**config.mk**
```make
export PLATFORM = sky130hd
export DESIGN_NAME = x68k_glue_top
export DESIGN_NICKNAME = d
export VERILOG_FILES = /design/src/design/x68k_glue_pkg.sv /design/src/design/x68k_glue_top.sv /design/src/design/synth_bridge.sv /design/src/design/loader_bridge.sv /design/src/design/media_reset_ctrl.sv /design/src/design/clock_enable_gen.sv
export SDC_FILE = /design/constraint.sdc
export NUM_CORES = 1
export LEC_CHECK = 0
export BUFFER_PORTS_ARGS = -buffer_cell sky130_fd_sc_hd__buf_2
export CORE_MARGIN = 5
export CORE_UTILIZATION = 59
export CTS_BUF_LIST = sky130_fd_sc_hd__clkbuf_16
export CTS_CLUSTER_DIAMETER = 40
export DETAILED_ROUTE_END_ITERATION = 16
export PLACE_DENSITY = 0.81
export SLEW_MARGIN = 0
export SYNTH_ARGS = -nofsm -noshare
export SYNTH_HDL_FRONTEND = slang
export SYNTH_SLANG_ARGS = --single-unit
```
**constraint.sdc**
```tcl
create_clock -name clk_sys -period 3.4 [get_ports clk_sys]
set_input_delay 0.17 -clock clk_sys [delete_from_list [all_inputs] [get_ports clk_sys]]
set_output_delay 0.17 -clock clk_sys [all_outputs]
set_load 0.02 [all_outputs]
```
**src/design/x68k_glue_pkg.sv**
```systemverilog
// X68000 glue package with the divider ratios, hold lengths, synth codes and shared bus types
package x68k_glue_pkg;

	//////////////////////////////////////////////////////////////////////
	// Clock enable periods, in clk_sys cycles
	//////////////////////////////////////////////////////////////////////
	localparam int SYS_DIV      = 4;
	localparam int SND_DIV_FAST = 5;
	// Also the period of FM enable 0
	localparam int SND_DIV_SLOW = 10;
	localparam int OPM_DIV      = 20;

	//////////////////////////////////////////////////////////////////////
	// Drives and hold windows
	//////////////////////////////////////////////////////////////////////
	localparam int DRIVE_COUNT = 4;
	localparam int FDD_COUNT   = 2;
	localparam int HDD_INDEX   = 2;

	localparam int MOUNT_HOLD_DEFAULT     = 16777215;
	// Floppy mounted phase and eject request share this length
	localparam int EJECT_HOLD_DEFAULT     = 65536;
	localparam int HDD_RESET_HOLD_DEFAULT = 65535;
	localparam int LED_HOLD_DEFAULT       = 4500000;

	// MT32-pi mode codes and the index shown for anything else
	localparam logic [7:0] SYNTH_MODE_FLUID = 8'hA2;
	localparam logic [7:0] SYNTH_MODE_MUNT  = 8'hA1;
	localparam logic [3:0] INFO_UNKNOWN     = 4'd12;

	//////////////////////////////////////////////////////////////////////
	// Bus types
	//////////////////////////////////////////////////////////////////////
	typedef struct packed {
		logic       sys_ce;
		logic       mpu_cep;
		logic       mpu_cen;
		logic       snd_ce;
		logic [1:0] opm_ce;
	} clk_en_t;

	// fd_sync is passed on to the core untouched
	typedef struct packed {
		logic       reset_req;
		logic       nmi;
		logic       power;
		logic       turbo;
		logic [1:0] fd_eject;
		logic [1:0] fd_sync;
	} menu_cmd_t;

	typedef struct packed {
		logic [3:0] mounted;
		logic [1:0] fd_eject;
	} media_state_t;

	typedef struct packed {
		logic download;
		logic wr;
	} loader_req_t;

	typedef struct packed {
		logic aen;
		logic wr;
		logic done;
	} loader_ctl_t;

	typedef struct packed {
		logic       available;
		logic       newmode;
		logic       disabled;
		logic [1:0] info_mode;
		logic [7:0] mode;
		logic [1:0] rom;
		logic [2:0] sf;
	} synth_status_t;

	typedef struct packed {
		logic [15:0] left;
		logic [15:0] right;
	} stereo_t;

endpackage
```
**src/design/x68k_glue_top.sv**
```systemverilog
// X68000 system glue top level joining clock enables, media sequencing, loader and synth
`timescale 1ns/100ps

module x68k_glue_top
	import x68k_glue_pkg::*;
#(
	parameter int MOUNT_HOLD     = MOUNT_HOLD_DEFAULT,
	parameter int EJECT_HOLD     = EJECT_HOLD_DEFAULT,
	parameter int HDD_RESET_HOLD = HDD_RESET_HOLD_DEFAULT,
	parameter int LED_HOLD       = LED_HOLD_DEFAULT
) (
	input  logic          clk_sys,
	input  logic          reset_delayed,
	input  menu_cmd_t     menu,
	input  logic          user_button,
	input  logic          snd_clockmode,
	input  logic [3:0]    img_mounted,
	input  logic          hdd_ack,
	input  loader_req_t   host_ldr,
	input  logic          ldr_ack,
	input  synth_status_t synth,
	input  logic          uart_tx,
	input  stereo_t       core_audio,
	input  stereo_t       synth_audio,
	output clk_en_t       clk_en,
	output media_state_t  media,
	output logic          core_run,
	output logic          hdd_led,
	output loader_ctl_t   ldr,
	output logic          info_req,
	output logic [3:0]    info_index,
	output logic          midi_tx,
	output stereo_t       audio
);

	logic download_start;

	clock_enable_gen u_clock_enable_gen (
		.clk_sys       (clk_sys),
		.reset_delayed (reset_delayed),
		.turbo         (menu.turbo),
		.snd_clockmode (snd_clockmode),
		.clk_en        (clk_en)
	);

	media_reset_ctrl #(
		.MOUNT_HOLD     (MOUNT_HOLD),
		.EJECT_HOLD     (EJECT_HOLD),
		.HDD_RESET_HOLD (HDD_RESET_HOLD),
		.LED_HOLD       (LED_HOLD)
	) u_media_reset_ctrl (
		.clk_sys        (clk_sys),
		.reset_delayed  (reset_delayed),
		.menu           (menu),
		.user_button    (user_button),
		.img_mounted    (img_mounted),
		.hdd_ack        (hdd_ack),
		.download_start (download_start),
		.media          (media),
		.core_run       (core_run),
		.hdd_led        (hdd_led)
	);

	loader_bridge u_loader_bridge (
		.clk_sys        (clk_sys),
		.reset_delayed  (reset_delayed),
		.host_ldr       (host_ldr),
		.ldr_ack        (ldr_ack),
		.ldr            (ldr),
		.download_start (download_start)
	);

	synth_bridge u_synth_bridge (
		.clk_sys       (clk_sys),
		.reset_delayed (reset_delayed),
		.synth         (synth),
		.uart_tx       (uart_tx),
		.core_audio    (core_audio),
		.synth_audio   (synth_audio),
		.info_req      (info_req),
		.info_index    (info_index),
		.midi_tx       (midi_tx),
		.audio         (audio)
	);

endmodule

```
**src/design/synth_bridge.sv**
```systemverilog
// MIDI synth attachment with info request, info index, MIDI mute and audio summing
`timescale 1ns/100ps

module synth_bridge
	import x68k_glue_pkg::*;
(
	input  logic          clk_sys,
	input  logic          reset_delayed,
	input  synth_status_t synth,
	input  logic          uart_tx,
	input  stereo_t       core_audio,
	input  stereo_t       synth_audio,
	output logic          info_req,
	output logic [3:0]    info_index,
	output logic          midi_tx,
	output stereo_t       audio
);

	logic       newmode_s;
	logic       newmode_q;
	logic       synth_mute;
	logic [3:0] index_next;

	// Silence the MIDI line when the synth is present but switched off
	assign synth_mute = synth.available && synth.disabled;
	assign midi_tx    = uart_tx | synth_mute;

	//////////////////////////////////////////////////////////////////////
	// Info screen selection
	//////////////////////////////////////////////////////////////////////
	always_comb begin
		if (synth.mode == SYNTH_MODE_FLUID)
			index_next = 4'd1 + {1'b0, synth.sf};
		else if (synth.mode == SYNTH_MODE_MUNT && synth.rom != 2'd3)
			// MT-32 v1, MT-32 v2, CM-32L
			index_next = 4'd9 + {2'b00, synth.rom};
		else
			index_next = INFO_UNKNOWN;
	end

	always_ff @(posedge clk_sys) begin
		if (reset_delayed) begin
			newmode_s  <= 1'b0;
			newmode_q  <= 1'b0;
			info_req   <= 1'b0;
			info_index <= '0;
			audio      <= '0;
		end else begin
			// newmode toggles once per mode change from the synth
			newmode_s  <= synth.newmode;
			newmode_q  <= newmode_s;
			info_req   <= (newmode_s ^ newmode_q) && (synth.info_mode == 2'd1);
			info_index <= index_next;

			// Plain wrapping sum per channel
			audio.left  <= core_audio.left + synth_audio.left;
			audio.right <= core_audio.right + synth_audio.right;
		end
	end

endmodule

```
**src/design/loader_bridge.sv**
```systemverilog
// Loader bridge from host download strobes to the held core write request
`timescale 1ns/100ps

module loader_bridge
	import x68k_glue_pkg::*;
(
	input  logic        clk_sys,
	input  logic        reset_delayed,
	input  loader_req_t host_ldr,
	input  logic        ldr_ack,
	output loader_ctl_t ldr,
	output logic        download_start
);

	logic download_q;
	logic ack_q;

	always_ff @(posedge clk_sys) begin
		if (reset_delayed) begin
			download_q     <= 1'b0;
			ack_q          <= 1'b0;
			download_start <= 1'b0;
			ldr            <= '0;
		end else begin
			download_q     <= host_ldr.download;
			ack_q          <= ldr_ack;
			download_start <= host_ldr.download && !download_q;

			// A new strobe wins over an acknowledge in the same cycle
			if (ldr_ack && !ack_q && ldr.wr)
				ldr.wr <= 1'b0;
			if (host_ldr.wr && !ldr.done)
				ldr.wr <= 1'b1;

			if (download_q && !host_ldr.download)
				ldr.done <= 1'b1;
			ldr.aen <= host_ldr.download && !ldr.done;
		end
	end

	// After done, the core sees no further writes
	a_no_wr_after_done: assert property (@(posedge clk_sys) disable iff (reset_delayed)
		$rose(ldr.wr) |-> !$past(ldr.done));

endmodule

```
**src/design/media_reset_ctrl.sv**
```systemverilog
// Media mount and eject windows, core reset sequencing and hard disk activity LED
`timescale 1ns/100ps

module media_reset_ctrl
	import x68k_glue_pkg::*;
#(
	parameter int MOUNT_HOLD     = MOUNT_HOLD_DEFAULT,
	parameter int EJECT_HOLD     = EJECT_HOLD_DEFAULT,
	parameter int HDD_RESET_HOLD = HDD_RESET_HOLD_DEFAULT,
	parameter int LED_HOLD       = LED_HOLD_DEFAULT
) (
	input  logic         clk_sys,
	input  logic         reset_delayed,
	input  menu_cmd_t    menu,
	input  logic         user_button,
	input  logic [3:0]   img_mounted,
	input  logic         hdd_ack,
	input  logic         download_start,
	output media_state_t media,
	output logic         core_run,
	output logic         hdd_led
);

	localparam int MOUNT_W   = $clog2(MOUNT_HOLD + 1);
	localparam int EJECT_W   = $clog2(EJECT_HOLD + 1);
	localparam int STRETCH_W = $clog2(HDD_RESET_HOLD + 1);
	localparam int LED_W     = $clog2(LED_HOLD + 1);

	logic [MOUNT_W-1:0]   mount_cnt [DRIVE_COUNT];
	logic [EJECT_W-1:0]   eject_cnt [FDD_COUNT];
	logic [STRETCH_W-1:0] stretch_cnt;
	logic [LED_W-1:0]     led_cnt;
	logic                 hdd_mount_q;
	logic                 boot_seen;
	media_state_t         media_next;

	//////////////////////////////////////////////////////////////////////
	// Window decode
	//////////////////////////////////////////////////////////////////////
	always_comb begin
		media_next = '0;
		for (int d = 0; d < DRIVE_COUNT; d++) begin
			if (d < FDD_COUNT) begin
				// Eject phase first, then the mounted phase for the rest of the hold
				media_next.fd_eject[d] = (mount_cnt[d] >= EJECT_HOLD) || (eject_cnt[d] != '0);
				media_next.mounted[d]  = (mount_cnt[d] != '0) && !media_next.fd_eject[d];
			end else begin
				media_next.mounted[d]  = (mount_cnt[d] != '0);
			end
		end
	end

	always_ff @(posedge clk_sys) begin
		if (reset_delayed) begin
			for (int d = 0; d < DRIVE_COUNT; d++)
				mount_cnt[d] <= '0;
			for (int f = 0; f < FDD_COUNT; f++)
				eject_cnt[f] <= '0;
			stretch_cnt <= '0;
			led_cnt     <= '0;
			hdd_mount_q <= 1'b0;
			boot_seen   <= 1'b0;
			media       <= '0;
			core_run    <= 1'b0;
			hdd_led     <= 1'b0;
		end else begin
			for (int d = 0; d < DRIVE_COUNT; d++) begin
				if (img_mounted[d])
					mount_cnt[d] <= MOUNT_W'(MOUNT_HOLD);
				else if (mount_cnt[d] != '0)
					mount_cnt[d] <= mount_cnt[d] - 1'b1;
			end
			for (int f = 0; f < FDD_COUNT; f++) begin
				if (menu.fd_eject[f])
					eject_cnt[f] <= EJECT_W'(EJECT_HOLD);
				else if (eject_cnt[f] != '0)
					eject_cnt[f] <= eject_cnt[f] - 1'b1;
			end
			media <= media_next;

			// Hold the core in reset while a new hard disk image settles
			hdd_mount_q <= img_mounted[HDD_INDEX];
			if (img_mounted[HDD_INDEX] && !hdd_mount_q)
				stretch_cnt <= STRETCH_W'(HDD_RESET_HOLD);
			else if (stretch_cnt != '0)
				stretch_cnt <= stretch_cnt - 1'b1;

			// No run until the first ROM download has begun
			if (download_start)
				boot_seen <= 1'b1;
			core_run <= boot_seen && !menu.reset_req && !user_button && (stretch_cnt == '0);

			if (hdd_ack)
				led_cnt <= LED_W'(LED_HOLD);
			else if (led_cnt != '0)
				led_cnt <= led_cnt - 1'b1;
			hdd_led <= (led_cnt != '0);
		end
	end

	a_fdd_mount_eject_excl: assert property (@(posedge clk_sys) disable iff (reset_delayed)
		(media.mounted[FDD_COUNT-1:0] & media.fd_eject) == '0);

endmodule

```
**src/design/clock_enable_gen.sv**
```systemverilog
// Clock enable generator for the system, CPU phases, sound and FM synth
`timescale 1ns/100ps

module clock_enable_gen
	import x68k_glue_pkg::*;
(
	input  logic    clk_sys,
	input  logic    reset_delayed,
	input  logic    turbo,
	input  logic    snd_clockmode,
	output clk_en_t clk_en
);

	logic [$clog2(SYS_DIV)-1:0]      div_sys;
	logic [$clog2(SND_DIV_SLOW)-1:0] div_snd;
	logic [$clog2(OPM_DIV)-1:0]      div_opm;
	logic                            turbo_q;
	logic                            sys_wrap;
	logic                            snd_wrap;
	logic                            opm_wrap;

	assign sys_wrap = (div_sys == SYS_DIV - 1);
	assign opm_wrap = (div_opm == OPM_DIV - 1);
	// A mode change can leave the counter past the fast wrap point
	assign snd_wrap = snd_clockmode ? (div_snd >= SND_DIV_SLOW - 1)
	                                : (div_snd >= SND_DIV_FAST - 1);

	always_ff @(posedge clk_sys) begin
		if (reset_delayed) begin
			div_sys <= '0;
			div_snd <= '0;
			div_opm <= '0;
			turbo_q <= 1'b0;
			clk_en  <= '0;
		end else begin
			div_sys <= sys_wrap ? '0 : div_sys + 1'b1;
			div_snd <= snd_wrap ? '0 : div_snd + 1'b1;
			div_opm <= opm_wrap ? '0 : div_opm + 1'b1;

			// Speed only changes on a system cycle boundary
			if (sys_wrap)
				turbo_q <= turbo;

			clk_en.sys_ce <= sys_wrap;
			if (turbo_q) begin
				clk_en.mpu_cep <= div_sys[0];
				clk_en.mpu_cen <= ~div_sys[0];
			end else begin
				clk_en.mpu_cep <= sys_wrap;
				clk_en.mpu_cen <= (div_sys == SYS_DIV / 2 - 1);
			end

			clk_en.snd_ce    <= snd_wrap;
			clk_en.opm_ce[0] <= (div_opm == SND_DIV_SLOW - 1) || opm_wrap;
			clk_en.opm_ce[1] <= opm_wrap;
		end
	end

	// The two CPU phases never overlap, including across a turbo switch
	a_mpu_phase_excl: assert property (@(posedge clk_sys) disable iff (reset_delayed)
		!(clk_en.mpu_cep && clk_en.mpu_cen));

endmodule

```
=== Yosys cells after proc, flatten, opt, wreduce, memory -nomap -nowiden ===
Memories as Yosys holds them, arrays and structs flattened.
Cells that the tools add are included.

* $add $sub $neg: 15
* Multipliers: 0
* Divide/modulo/power cells: 0
* $lt $le $gt $ge: 4
* Eq/ne operators: 8
* Shift-type cells: 0
* Mux-type cells: 66
* Bitwise logic cells: 15
* Reductions and logical operators: 43

{| class="wikitable"
|+ Operators by type and width
! operator !! count
|-
| two-way mux 24 bit || 8
|-
| nonzero test 24 bit || 4
|-
| subtractor 24 x 1 -> 24 bit (second input constant) || 4
|-
| two-way mux 17 bit || 4
|-
| >= comparator 24 x 17 -> 1 bit (second input constant) || 2
|-
| two-way mux 1 bit || 47
|-
| two-way mux 23 bit || 2
|-
| nonzero test 17 bit || 2
|-
| subtractor 17 x 1 -> 17 bit (second input constant) || 2
|-
| adder 16 bit || 2
|-
| two-way mux 16 bit || 2
|-
| nonzero test 23 bit || 1
|-
| subtractor 23 x 1 -> 23 bit (second input constant) || 1
|-
| equality test 8 bit (second input constant) || 2
|-
| logical NOT 16 bit || 1
|-
| nonzero test 16 bit || 1
|-
| subtractor 16 x 1 -> 16 bit (second input constant) || 1
|-
| logical AND 1 bit || 15
|-
| OR 1 bit || 13
|-
| logical NOT 1 bit || 9
|-
| two-way mux 4 bit || 2
|-
| OR reduction 2 bit || 4
|-
| nonzero test 2 bit || 3
|-
| adder 5 x 1 -> 5 bit (second input constant) || 1
|-
| other kinds (15) || 18
|}

* Register bits after elaboration: 112
* Latch bits: 0
* RAM bits: 130
* Bits in read-only memories: 0
* Output and inout bits: 55
* Memories: 2

{| class="wikitable"
|+ Memories
! name !! depth !! width !! read ports !! clocked after Yosys merged registers in !! write ports !! RTL line !! source
|-
| u_media_reset_ctrl.mount_cnt || 4 || 24 || 4 || 0 || 4 || media_reset_ctrl.sv:29 || <nowiki>logic [MOUNT_W-1:0] mount_cnt [DRIVE_COUNT];</nowiki>
|-
| u_media_reset_ctrl.eject_cnt || 2 || 17 || 2 || 0 || 2 || media_reset_ctrl.sv:30 || <nowiki>logic [EJECT_W-1:0] eject_cnt [FDD_COUNT];</nowiki>
|}

=== Longest topological paths before layout ===
Gate-level depths: netlist of run 1.

* Word-level depth: 6
* Depth in mapped cells: 9
* Gate-level depth less buffers: 8

=== Modules after synthesis ===
Synthesis of run 1 repeated with hierarchy kept, for this count alone.

* Cell total of the unflattened synthesis: 1,346
* Area total of the unflattened synthesis: 13,027.5 µm²

{| class="wikitable"
|+ Modules (own cells, without submodules)
! module !! times used !! cells an instance !! area each (µm²)
|-
| media_reset_ctrl || 1 || 977 || 9,620.5
|-
| synth_bridge || 1 || 276 || 2,471.1
|-
| clock_enable_gen || 1 || 75 || 740.7
|-
| loader_bridge || 1 || 18 || 195.2
|}

=== Worst setup path before layout of run 1 ===
OpenSTA, ideal clock, no wires.

* Kind: register -> register
* From: memory u_media_reset_ctrl.eject_cnt[1][3] (netlist name)
* To: memory u_media_reset_ctrl.eject_cnt[1][0] (netlist name), enable pin
* Setup time: 0.370 ns
* Arrival time: 2.455 ns
* Data required time: 3.030 ns
* Path slack: 0.575 ns
* Cell stages (with the launch flop): 8
* Buffers on the path: 2
* Path through: edfxtp_1 -> or4_1 -> buf_2 -> or3_1 -> buf_2 -> or4_4 -> inv_1 -> nand2_1

{| class="wikitable"
|+ RTL lines
! item !! RTL line
|-
| start: declaration || media_reset_ctrl.sv:30
|}

==> out/results.env, run 1 <==
DIE_H_UM=157
R2R_SETUP_SLACK_PS=440
YOSYS_REGISTER_BITS=242
TIMING.HOLD.WORST.CLASS='primary input to flip-flop'
ENDPOINT_KIND='flip-flop'
PORT-BUFFER-COUNT=153
COUNT_OF_FLIP_FLOPS_WITH_A_BUILT_IN_ENABLE_AFTER_SYNTHESIS=130
TIMING_WORST_SLEW_PIN_VALUE_PS=1070
SYNTHFLOPTYPE='edfxtp_1'
FILLCELLCOUNT=1473
PLACE_HPWL_UM=18600
SYNTH_LARGEST_AREA_CELL='edfxtp_1'
P_PER_AREA_mW_PER_MM2=621
LAYOUT.NETS=1626
CRIT-REG2REG-LAUNCH='u_media_reset_ctrl.eject_cnt[0][9]$_SDFFCE_PN0P_'
CRITICAL_PATH_ARRIVAL_PS=3090
POWER_FRAC_COMB=0.200
CRITPATHMAXFANOUT=17
YOSYS_WARNINGS=0
LAYOUT_COMMON_CELLS='nor2_1, buf_2, edfxtp_1, dfxtp_1, a21oi_1'
CTS_TREE='yes'
CTS-BUFFERS-INSERTED=35
FINAL_PERIOD_MINUS_WORST_SETUP_SLACK_PS=2960
CTS_ROOT_BUF='clkbuf_16'
SYNTHDOMINANTCELLAREASHARE=0.306
HIGHEST_LAYER='met4'
P_SW_FRAC=0.280
CTSHTREEMAXLEVEL=2
GRT_START_MAX_NET_PINS=63
OUTCOME='complete, no violations'
MET2_LENGTH_UM=14000
CLKPWRFRAC=0.410
IOS=158
POST-LAYOUT-TOTAL-POWER_mW=9.51
WIRE_PER_INST_UM=15.9
SETUP.WORST_PATH.START_CLASS='flip-flop'
CLOCK_SINK_COUNT=242
FINALCRITPERIODSHARE=0.871
REPORT.FINAL.SLEW_VIOL_COUNT=0
N_ANTENNA_CELL=0
GRT_REMAINING_OVERFLOW=0
DESIGN_AREA_FINAL_MM2=0.0153
SLEW_HEADROOM=0.287
ANT_NETS=0
STD_CELL_ROWS=53
PLACED_CELL_AREA_MM2=0.0139
SEQ_AREA_MM2=0.00615
CTS_CLOCK_PIN_SLEW_FOR_THE_WORST_SETUP_AND_HOLD_PATHS_PS=60
SETUP_REPAIR_AFTER_GLOBAL_ROUTING_MISSED_ITS_MARGIN='false'
FLOORPLAN.INITIALDENSITY=0.603
VIA_COUNT_OF_THE_FIRST_GLOBAL_ROUTING_PASS=10100
DRT-PASS1-ITER-COUNT=5
REG2REG_TO='u_media_reset_ctrl.eject_cnt[0][12]$_SDFFCE_PN0P_'
POST_CTS_HOLD_BUFFER_COUNT=17
CELLINTERNALPOWER_mW=6.85
TOTALNEGATIVESETUPSLACK_PS=0
CLOCK_PATH_BUFFERS=3
COMBINED_AREA_OF_THE_MULTI_INPUT_LOGIC_CELLS_MM2=0.00625
AVGSYNTHCELLAREA_UM2=9.93
TIMING.FMAX_MHz=338
FINALHOLDVIOLCOUNT=0
FINAL_COMMON_CELL='nor2_1'
HOLD_START='snd_clockmode'
ASYNCSETRESETFLOPFRACSYNTH=0
SYNTHESIS.NETS=1445
DETAIL_ROUTE.VIAS_PER_CELL=5.81
FIRST_PASS_GRT_WIRE_LENGTH_UM=46900
ANTENNA_FOUND_INITIAL=0
HOLD-PATH-CELL-COUNT=3
ROUTE.FINAL.WIRE_LENGTH_UM=28100
FF2FF_PATH_DEPTH=4
FINAL_STANDARD_CELL_UTILIZATION_OF_THE_CORE=0.724
M1WIRELENGTH_UM=12100
SYNTH_SEQUENTIAL_AREA_RATIO=0.481
SYN_INST=1286
VDD_DROP_MAX_V=0.000397
AREA_GROWTH_SYN_TO_LAYOUT_PCT=20.0
SWITCHING_POWER_mW=2.66
CTS_POST_SETUP_BUFFERS_INSERTED=0
CHIPWIDTH_UM=157
CLK-INSERTION-DELAY-LATE_PS=500
GLOBALROUTETOTALUTIL=0.224
CORE_AREA_MM2=0.0212
VIAS=10300
DRV.MAX_CAP_VIOLATION_COUNT=0
SYNTHESIS.AREA_MM2=0.0128
POST_ROUTE_DRC_VIOLATION_COUNT=0
FIRST_ITER_VIOLATIONS=640
TOTAL_LEAKAGE_POWER_nW=6.11
MET3_WIRELENGTH_UM=1600
SYNTH_CELL_TYPES=66
CLOCK_SKEW_PS=17.4
CRITICAL_PATH_REQUIRED_PS=3530
WORST_HOLD_PATH.ENDPOINT='u_clock_enable_gen.clk_en[2]$_SDFF_PP0_'
DIE_AREA_MM2=0.0247
GP_CONGESTION=0.859
CTS-RESIZED-GATES=0
SYNTH_AREA_LEADERS='edfxtp_1, dfxtp_1, xnor2_1'
CRITICALPATHCATEGORY='flip-flop to flip-flop'
LAYOUT-DRIVE-GT1-SHARE=0.182
SEQUENTIALPOWERSHARE=0.390
SETUP_VIOL_COUNT_FINAL=0
[per-stage QoR]
| stage | setup slack (ps) | hold WS, ps | instances |
|---|---|---|---|
| 6_report | 438 | 17.7 | 1768 |
| 5_1_grt | 331 | 44.3 | 1768 |
| 4_1_cts | 436 | 10.7 | 1768 |
| 3_5_place_dp | 441 | 338 | 1688 |
| 3_3_place_gp | 501 | 333 | 1688 |
| 2_1_floorplan | 575 | 247 | 1286 |
[how the worst max path moves through the flow]
| stage | from | to | slack, ps | cells past startpoint |
|---|---|---|---|---|
| 2_1_floorplan | u_media_reset_ctrl.eject_cnt[1][3]$_SDFFCE_PN0P_ | u_media_reset_ctrl.eject_cnt[1][0]$_SDFFCE_PN0P_ | 570 | 7 |
| 3_3_place_gp | u_media_reset_ctrl.eject_cnt[0][9]$_SDFFCE_PN0P_ | u_media_reset_ctrl.eject_cnt[0][6]$_SDFFCE_PN0P_ | 500 | 4 |
| 3_5_place_dp | u_media_reset_ctrl.eject_cnt[0][9]$_SDFFCE_PN0P_ | u_media_reset_ctrl.eject_cnt[0][5]$_SDFFCE_PN0P_ | 440 | 4 |
| 4_1_cts | u_media_reset_ctrl.eject_cnt[0][9]$_SDFFCE_PN0P_ | u_media_reset_ctrl.eject_cnt[0][10]$_SDFFCE_PN0P_ | 440 | 4 |
| 5_1_grt | u_media_reset_ctrl.eject_cnt[0][9]$_SDFFCE_PN0P_ | u_media_reset_ctrl.eject_cnt[0][12]$_SDFFCE_PN0P_ | 330 | 4 |
| 6_report | u_media_reset_ctrl.eject_cnt[0][9]$_SDFFCE_PN0P_ | u_media_reset_ctrl.eject_cnt[0][12]$_SDFFCE_PN0P_ | 440 | 4 |
[final cells by class]
type / instances / share of cell area
multi-input cells: 949 / 0.408
flip-flops and latches: 242 / 0.401
repair buffers: 194 / 0.0730
clock buffers: 38 / 0.0621
well taps: 275 / 0.0225
clock inverters: 25 / 0.0218
inverters: 45 / 0.0110
[kinds of logic (layout without fill, tap and decap cells)]
kind of cell	after synthesis	after routing	synth area share
simple gates	479	479	0.201
compound gates	259	259	0.123
flops	242	242	0.481
xor+xnor	142	142	0.0974
buf+inv	95	302	0.0294
fa+ha+maj	56	56	0.0561
mux	13	13	0.0112
[per-layer routing]
metal	track usage	vias up
li1	-	5068
met1	0.290	4850
met2	0.390	309
met3	0.0476	50
met4	0.0512	0
met5	0	-
[registers in the layout, summed over array words and instances, names as in the netlist, 4 cells and up]
name,cells
u_clock_enable_gen.div_snd,4
u_clock_enable_gen.div_opm,5
u_synth_bridge.audio,32
u_media_reset_ctrl.eject_cnt,34
u_media_reset_ctrl.mount_cnt,96
u_clock_enable_gen.clk_en,6
u_media_reset_ctrl.stretch_cnt,16
u_media_reset_ctrl.led_cnt,23
u_synth_bridge.info_index,4
u_media_reset_ctrl.media,6
[cell usage after synthesis (all sizes together) (8+ instances only)]
master  instances
or4            24
edfxtp        130
nand4          18
nand2          43
inv            45
xnor2          96
nand2b         17
nand3b          8
a31oi          19
ha             54
nor3           46
dfxtp         112
nor2b          20
nand3          22
or3            33
nor4b          11
a211oi         14
clkbuf         39
a21oi         103
nor2          157
a21o           16
xor2           46
nor4           41
mux2           10
o21ai          53
buf            11
o31ai           8
[power groups by stage]
stage | combinational (mW) | clock (mW) | sequential, mW
floorplan | 1.39 | 0 | 3.78
global placement | 1.80 | 0 | 3.75
detailed placement | 1.85 | 0 | 3.76
CTS | 1.90 | 3.96 | 3.71
global route | 2.12 | 4.11 | 3.76
finish | 1.90 | 3.90 | 3.72
[critical path, stage by stage, from the launching register on]
cell and delay (ps):
edfxtp_1 450, or4_4 560, or4_1 480, or3_1 460
or3_1 650
Power figures use the tool's default switching activity.
==> run 2, diff against run 1 <==
Settings changed: SYNTH_HIERARCHICAL from default to 1.
==> run 2 against run 1 <==
  * Non-clock buffer count down 7
  * Register-to-register slack got worse by 190 ps
  * Setup slack lost 190 ps
  * Wire length grew 6.6%
  * Combinational power rose by 16%
  * Synthesized area is 2.0% higher
  * Critical endpoint is now u_media_reset_ctrl/mount_cnt[2][10]$_SDFFCE_PN0P_
  * Largest power group is now registers
==> out/results.env, run 2 <==
OUTCOME='complete, no violations'
FILLCELLCOUNT=1618  # +9.8%
TOTALNEGATIVESETUPSLACK_PS=0  # unchanged
REPORT.FINAL.SLEW_VIOL_COUNT=0  # unchanged
FINALHOLDVIOLCOUNT=0  # unchanged
GLOBALROUTETOTALUTIL=0.239  # +0.0150
CRITICAL_PATH_REQUIRED_PS=3650  # +120 ps
ENDPOINT_KIND='flip-flop'
STD_CELL_ROWS=54  # +1.9%
DRV.MAX_CAP_VIOLATION_COUNT=0  # unchanged
CTS_POST_SETUP_BUFFERS_INSERTED=0  # unchanged
SYN_INST=1346  # +4.7%
DETAIL_ROUTE.VIAS_PER_CELL=5.94  # +2.1%
IOS=158  # unchanged
POST_ROUTE_DRC_VIOLATION_COUNT=0  # unchanged
SYNTHESIS.NETS=1505  # +4.2%
VDD_DROP_MAX_V=0.000513  # +29%
FINAL_COMMON_CELL='nor2_1'
LAYOUT-DRIVE-GT1-SHARE=0.167  # -0.0153
CTSHTREEMAXLEVEL=2  # unchanged
LAYOUT_SETUP_WS_PS=250  # -187 ps
P_PER_AREA_mW_PER_MM2=630  # +1.5%
SYNTH_LARGEST_AREA_CELL='edfxtp_1'
FLOORPLAN.INITIALDENSITY=0.599  # -0.00467
PLACE_HPWL_UM=20000  # +7.4%
SETUP.WORST_PATH.START_CLASS='flip-flop'
CHIPWIDTH_UM=159  # +0.95%
TOP_REGS='u_media_reset_ctrl/mount_cnt: 96 flops, u_media_reset_ctrl/eject_cnt: 34 flops, u_synth_bridge/audio: 32 flops'
ROUTE.FINAL.WIRE_LENGTH_UM=30000  # +6.6%
DIE_AREA_MM2=0.0252  # +1.9%
FIRST_PASS_GRT_WIRE_LENGTH_UM=50500  # +7.8%
SYNTH_SEQUENTIAL_AREA_RATIO=0.472  # -0.00966
CRIT-REG2REG-LAUNCH='u_media_reset_ctrl/mount_cnt[2][4]$_SDFFCE_PN0P_'
SLEW_HEADROOM=0.321  # +0.0346
CORE_AREA_MM2=0.0218  # +2.8%
CTS_TREE='yes'
WIRE_PER_INST_UM=16.3  # +2.6%
COUNT_OF_FLIP_FLOPS_WITH_A_BUILT_IN_ENABLE_AFTER_SYNTHESIS=130  # unchanged
CRITICAL_PATH_ARRIVAL_PS=3400  # +310 ps
YOSYSMOSTFREQUENTCELL='nor2_1'
CLOCK_SINK_COUNT=242  # unchanged
TOTAL_LEAKAGE_POWER_nW=6.27  # +2.6%
SYNTHFLOPTYPE='edfxtp_1'
LAYOUT_COMMON_CELLS='nor2_1, buf_2, edfxtp_1, dfxtp_1, a21oi_1'
TIMING.HOLD.WORST.CLASS='primary input to flip-flop'
FINAL_PERIOD_MINUS_WORST_SETUP_SLACK_PS=3150  # +187 ps
YOSYS_REGISTER_BITS=242  # unchanged
VIA_COUNT_OF_THE_FIRST_GLOBAL_ROUTING_PASS=10700  # +5.6%
CTS_CLOCK_PIN_SLEW_FOR_THE_WORST_SETUP_AND_HOLD_PATHS_PS=50  # about the same
AREA_GROWTH_SYN_TO_LAYOUT_PCT=19.2
SETUP_VIOL_COUNT_FINAL=0  # unchanged
DRT-PASS1-ITER-COUNT=5  # unchanged
FIRST_ITER_VIOLATIONS=817  # +28%
CTS_ROOT_BUF='clkbuf_16'
TIMING_WORST_SLEW_PIN_VALUE_PS=1020  # -51.9 ps
YOSYS_WARNINGS=6  # +6
CLOCK_SKEW_PS=25.7  # +8.25 ps
GRT_START_MAX_NET_PINS=51  # -19%
N_ANTENNA_CELL=0  # unchanged
SYNTHDOMINANTCELLAREASHARE=0.300  # -0.00614
GP_CONGESTION=0.856  # -0.31%
GRT_REMAINING_OVERFLOW=0  # unchanged
LAYOUT.NETS=1688  # +3.8%
CLK-INSERTION-DELAY-LATE_PS=510  # about the same
DP_WORST_SETUP_SLACK_PS=326  # -115 ps
HOLD_START='core_audio[16]'
LARGEST_REGISTER_FF_COUNT=96  # unchanged
VIAS=10900  # +6.2%
LARGEST-REGISTER='u_media_reset_ctrl/mount_cnt'
AVGSYNTHCELLAREA_UM2=9.68  # -2.5%
SYNTH_AREA_LEADERS='edfxtp_1, dfxtp_1, xnor2_1'
PORT-BUFFER-COUNT=153  # unchanged
CLOCK_PATH_BUFFERS=3  # unchanged
SYNTH.CELLS.MOST_FREQUENT='nor2_1, edfxtp_1, dfxtp_1, a21oi_1, xnor2_1'
CRITICALPATHCATEGORY='flip-flop to flip-flop'
SYNTHESIS.AREA_MM2=0.0130  # +2.0%
CRIT_START='u_media_reset_ctrl/mount_cnt[2][4]$_SDFFCE_PN0P_'
ANT_NETS=0  # unchanged
TIMING.FMAX_MHz=318  # -5.9%
ASYNCSETRESETFLOPFRACSYNTH=0  # unchanged
ANTENNA_FOUND_INITIAL=1  # +1
CRITPATHMAXFANOUT=17  # unchanged
CTS-BUFFERS-INSERTED=37  # +5.7%
DIE_H_UM=159  # +0.95%
SETUP_REPAIR_AFTER_GLOBAL_ROUTING_MISSED_ITS_MARGIN='false'
FINALCRITPERIODSHARE=0.926  # +0.0550
SYNTH_CELL_TYPES=78  # +18%
==> run 2: kinds of logic after synthesis <==
group	Yosys count	synth area share
AOI/OAI and AO/OA	278	0.137
adders and majority gates	56	0.0549
buffers and inverters	94	0.0284
and+or+nand+nor	547	0.220
muxes	5	0.00403
xor gates and xnor gates	124	0.0834
DFF	242	0.472
==> run 2: path summary, 6_finish.rpt <==
kind	cells past startpoint	slack, ps	endpoint
setup / recovery	5	250	u_media_reset_ctrl/mount_cnt[2][10]$_SDFFCE_PN0P_
hold / removal	3	30	u_synth_bridge/audio[16]$_SDFF_PP0_
setup reg to reg	5	250	u_media_reset_ctrl/mount_cnt[2][10]$_SDFFCE_PN0P_
hold reg to reg	1	420	u_loader_bridge/download_start$_SDFF_PP0_
==> run 2: routing by layer <==
layer	track usage	wire [µm]	vias up
met5	0	20	-
met4	0.0727	588	2
met3	0.0639	2170	53
met2	0.398	14400	377
met1	0.308	12800	5143
li1	-	-	5337
==> run 2: through the flow <==
step	cell area, µm²	power [mW]	hold slack, ps	utilization	std cells
6_report	15500	9.79	26.8	0.714	1838
5_1_grt	15500	10.4	11.5	0.714	1838
4_1_cts	15500	9.85	5.67	0.714	1838
3_5_place_dp	14100	6.04	339	0.648	1752
3_3_place_gp	14100	5.96	332	0.648	1752
2_1_floorplan	13000	5.52	232	-	1346
==> run 2: cell type report <==
| class | count | area [µm²] | area share |
|---|---|---|---|
| Multi-Input combinational cell | 1010 | 6510 | 0.419 |
| Sequential cell | 242 | 6150 | 0.396 |
| Timing Repair Buffer | 187 | 1070 | 0.0688 |
| Clock buffer | 40 | 1000 | 0.0645 |
| Tap cell | 280 | 350 | 0.0226 |
| Clock inverter | 28 | 260 | 0.0168 |
| Inverter | 51 | 191 | 0.0123 |
==> run 2: repair_timing <==
item | 4_1_cts | 5_1_grt
hold buffers | 18 | 0
resized for setup | 0 | 0
endpoints found under the hold margin | 14 | 0
==> run 2: report_power, final <==
part	internal (mW)	total [mW]	switching (mW)	leakage, nW
registers	3.52	3.83	0.306	2.41
logic	0.943	2.21	1.27	3.23
clock network	2.38	3.74	1.37	0.633
total	6.84	9.79	2.94	6.27
==> run 2: worst max-delay path, cell delays in order (launching register included) <==
cell and delay (ps):
edfxtp_1 480, or4_1 600, or3_1 410, or4_1 750, or3_1 410, buf_4 220
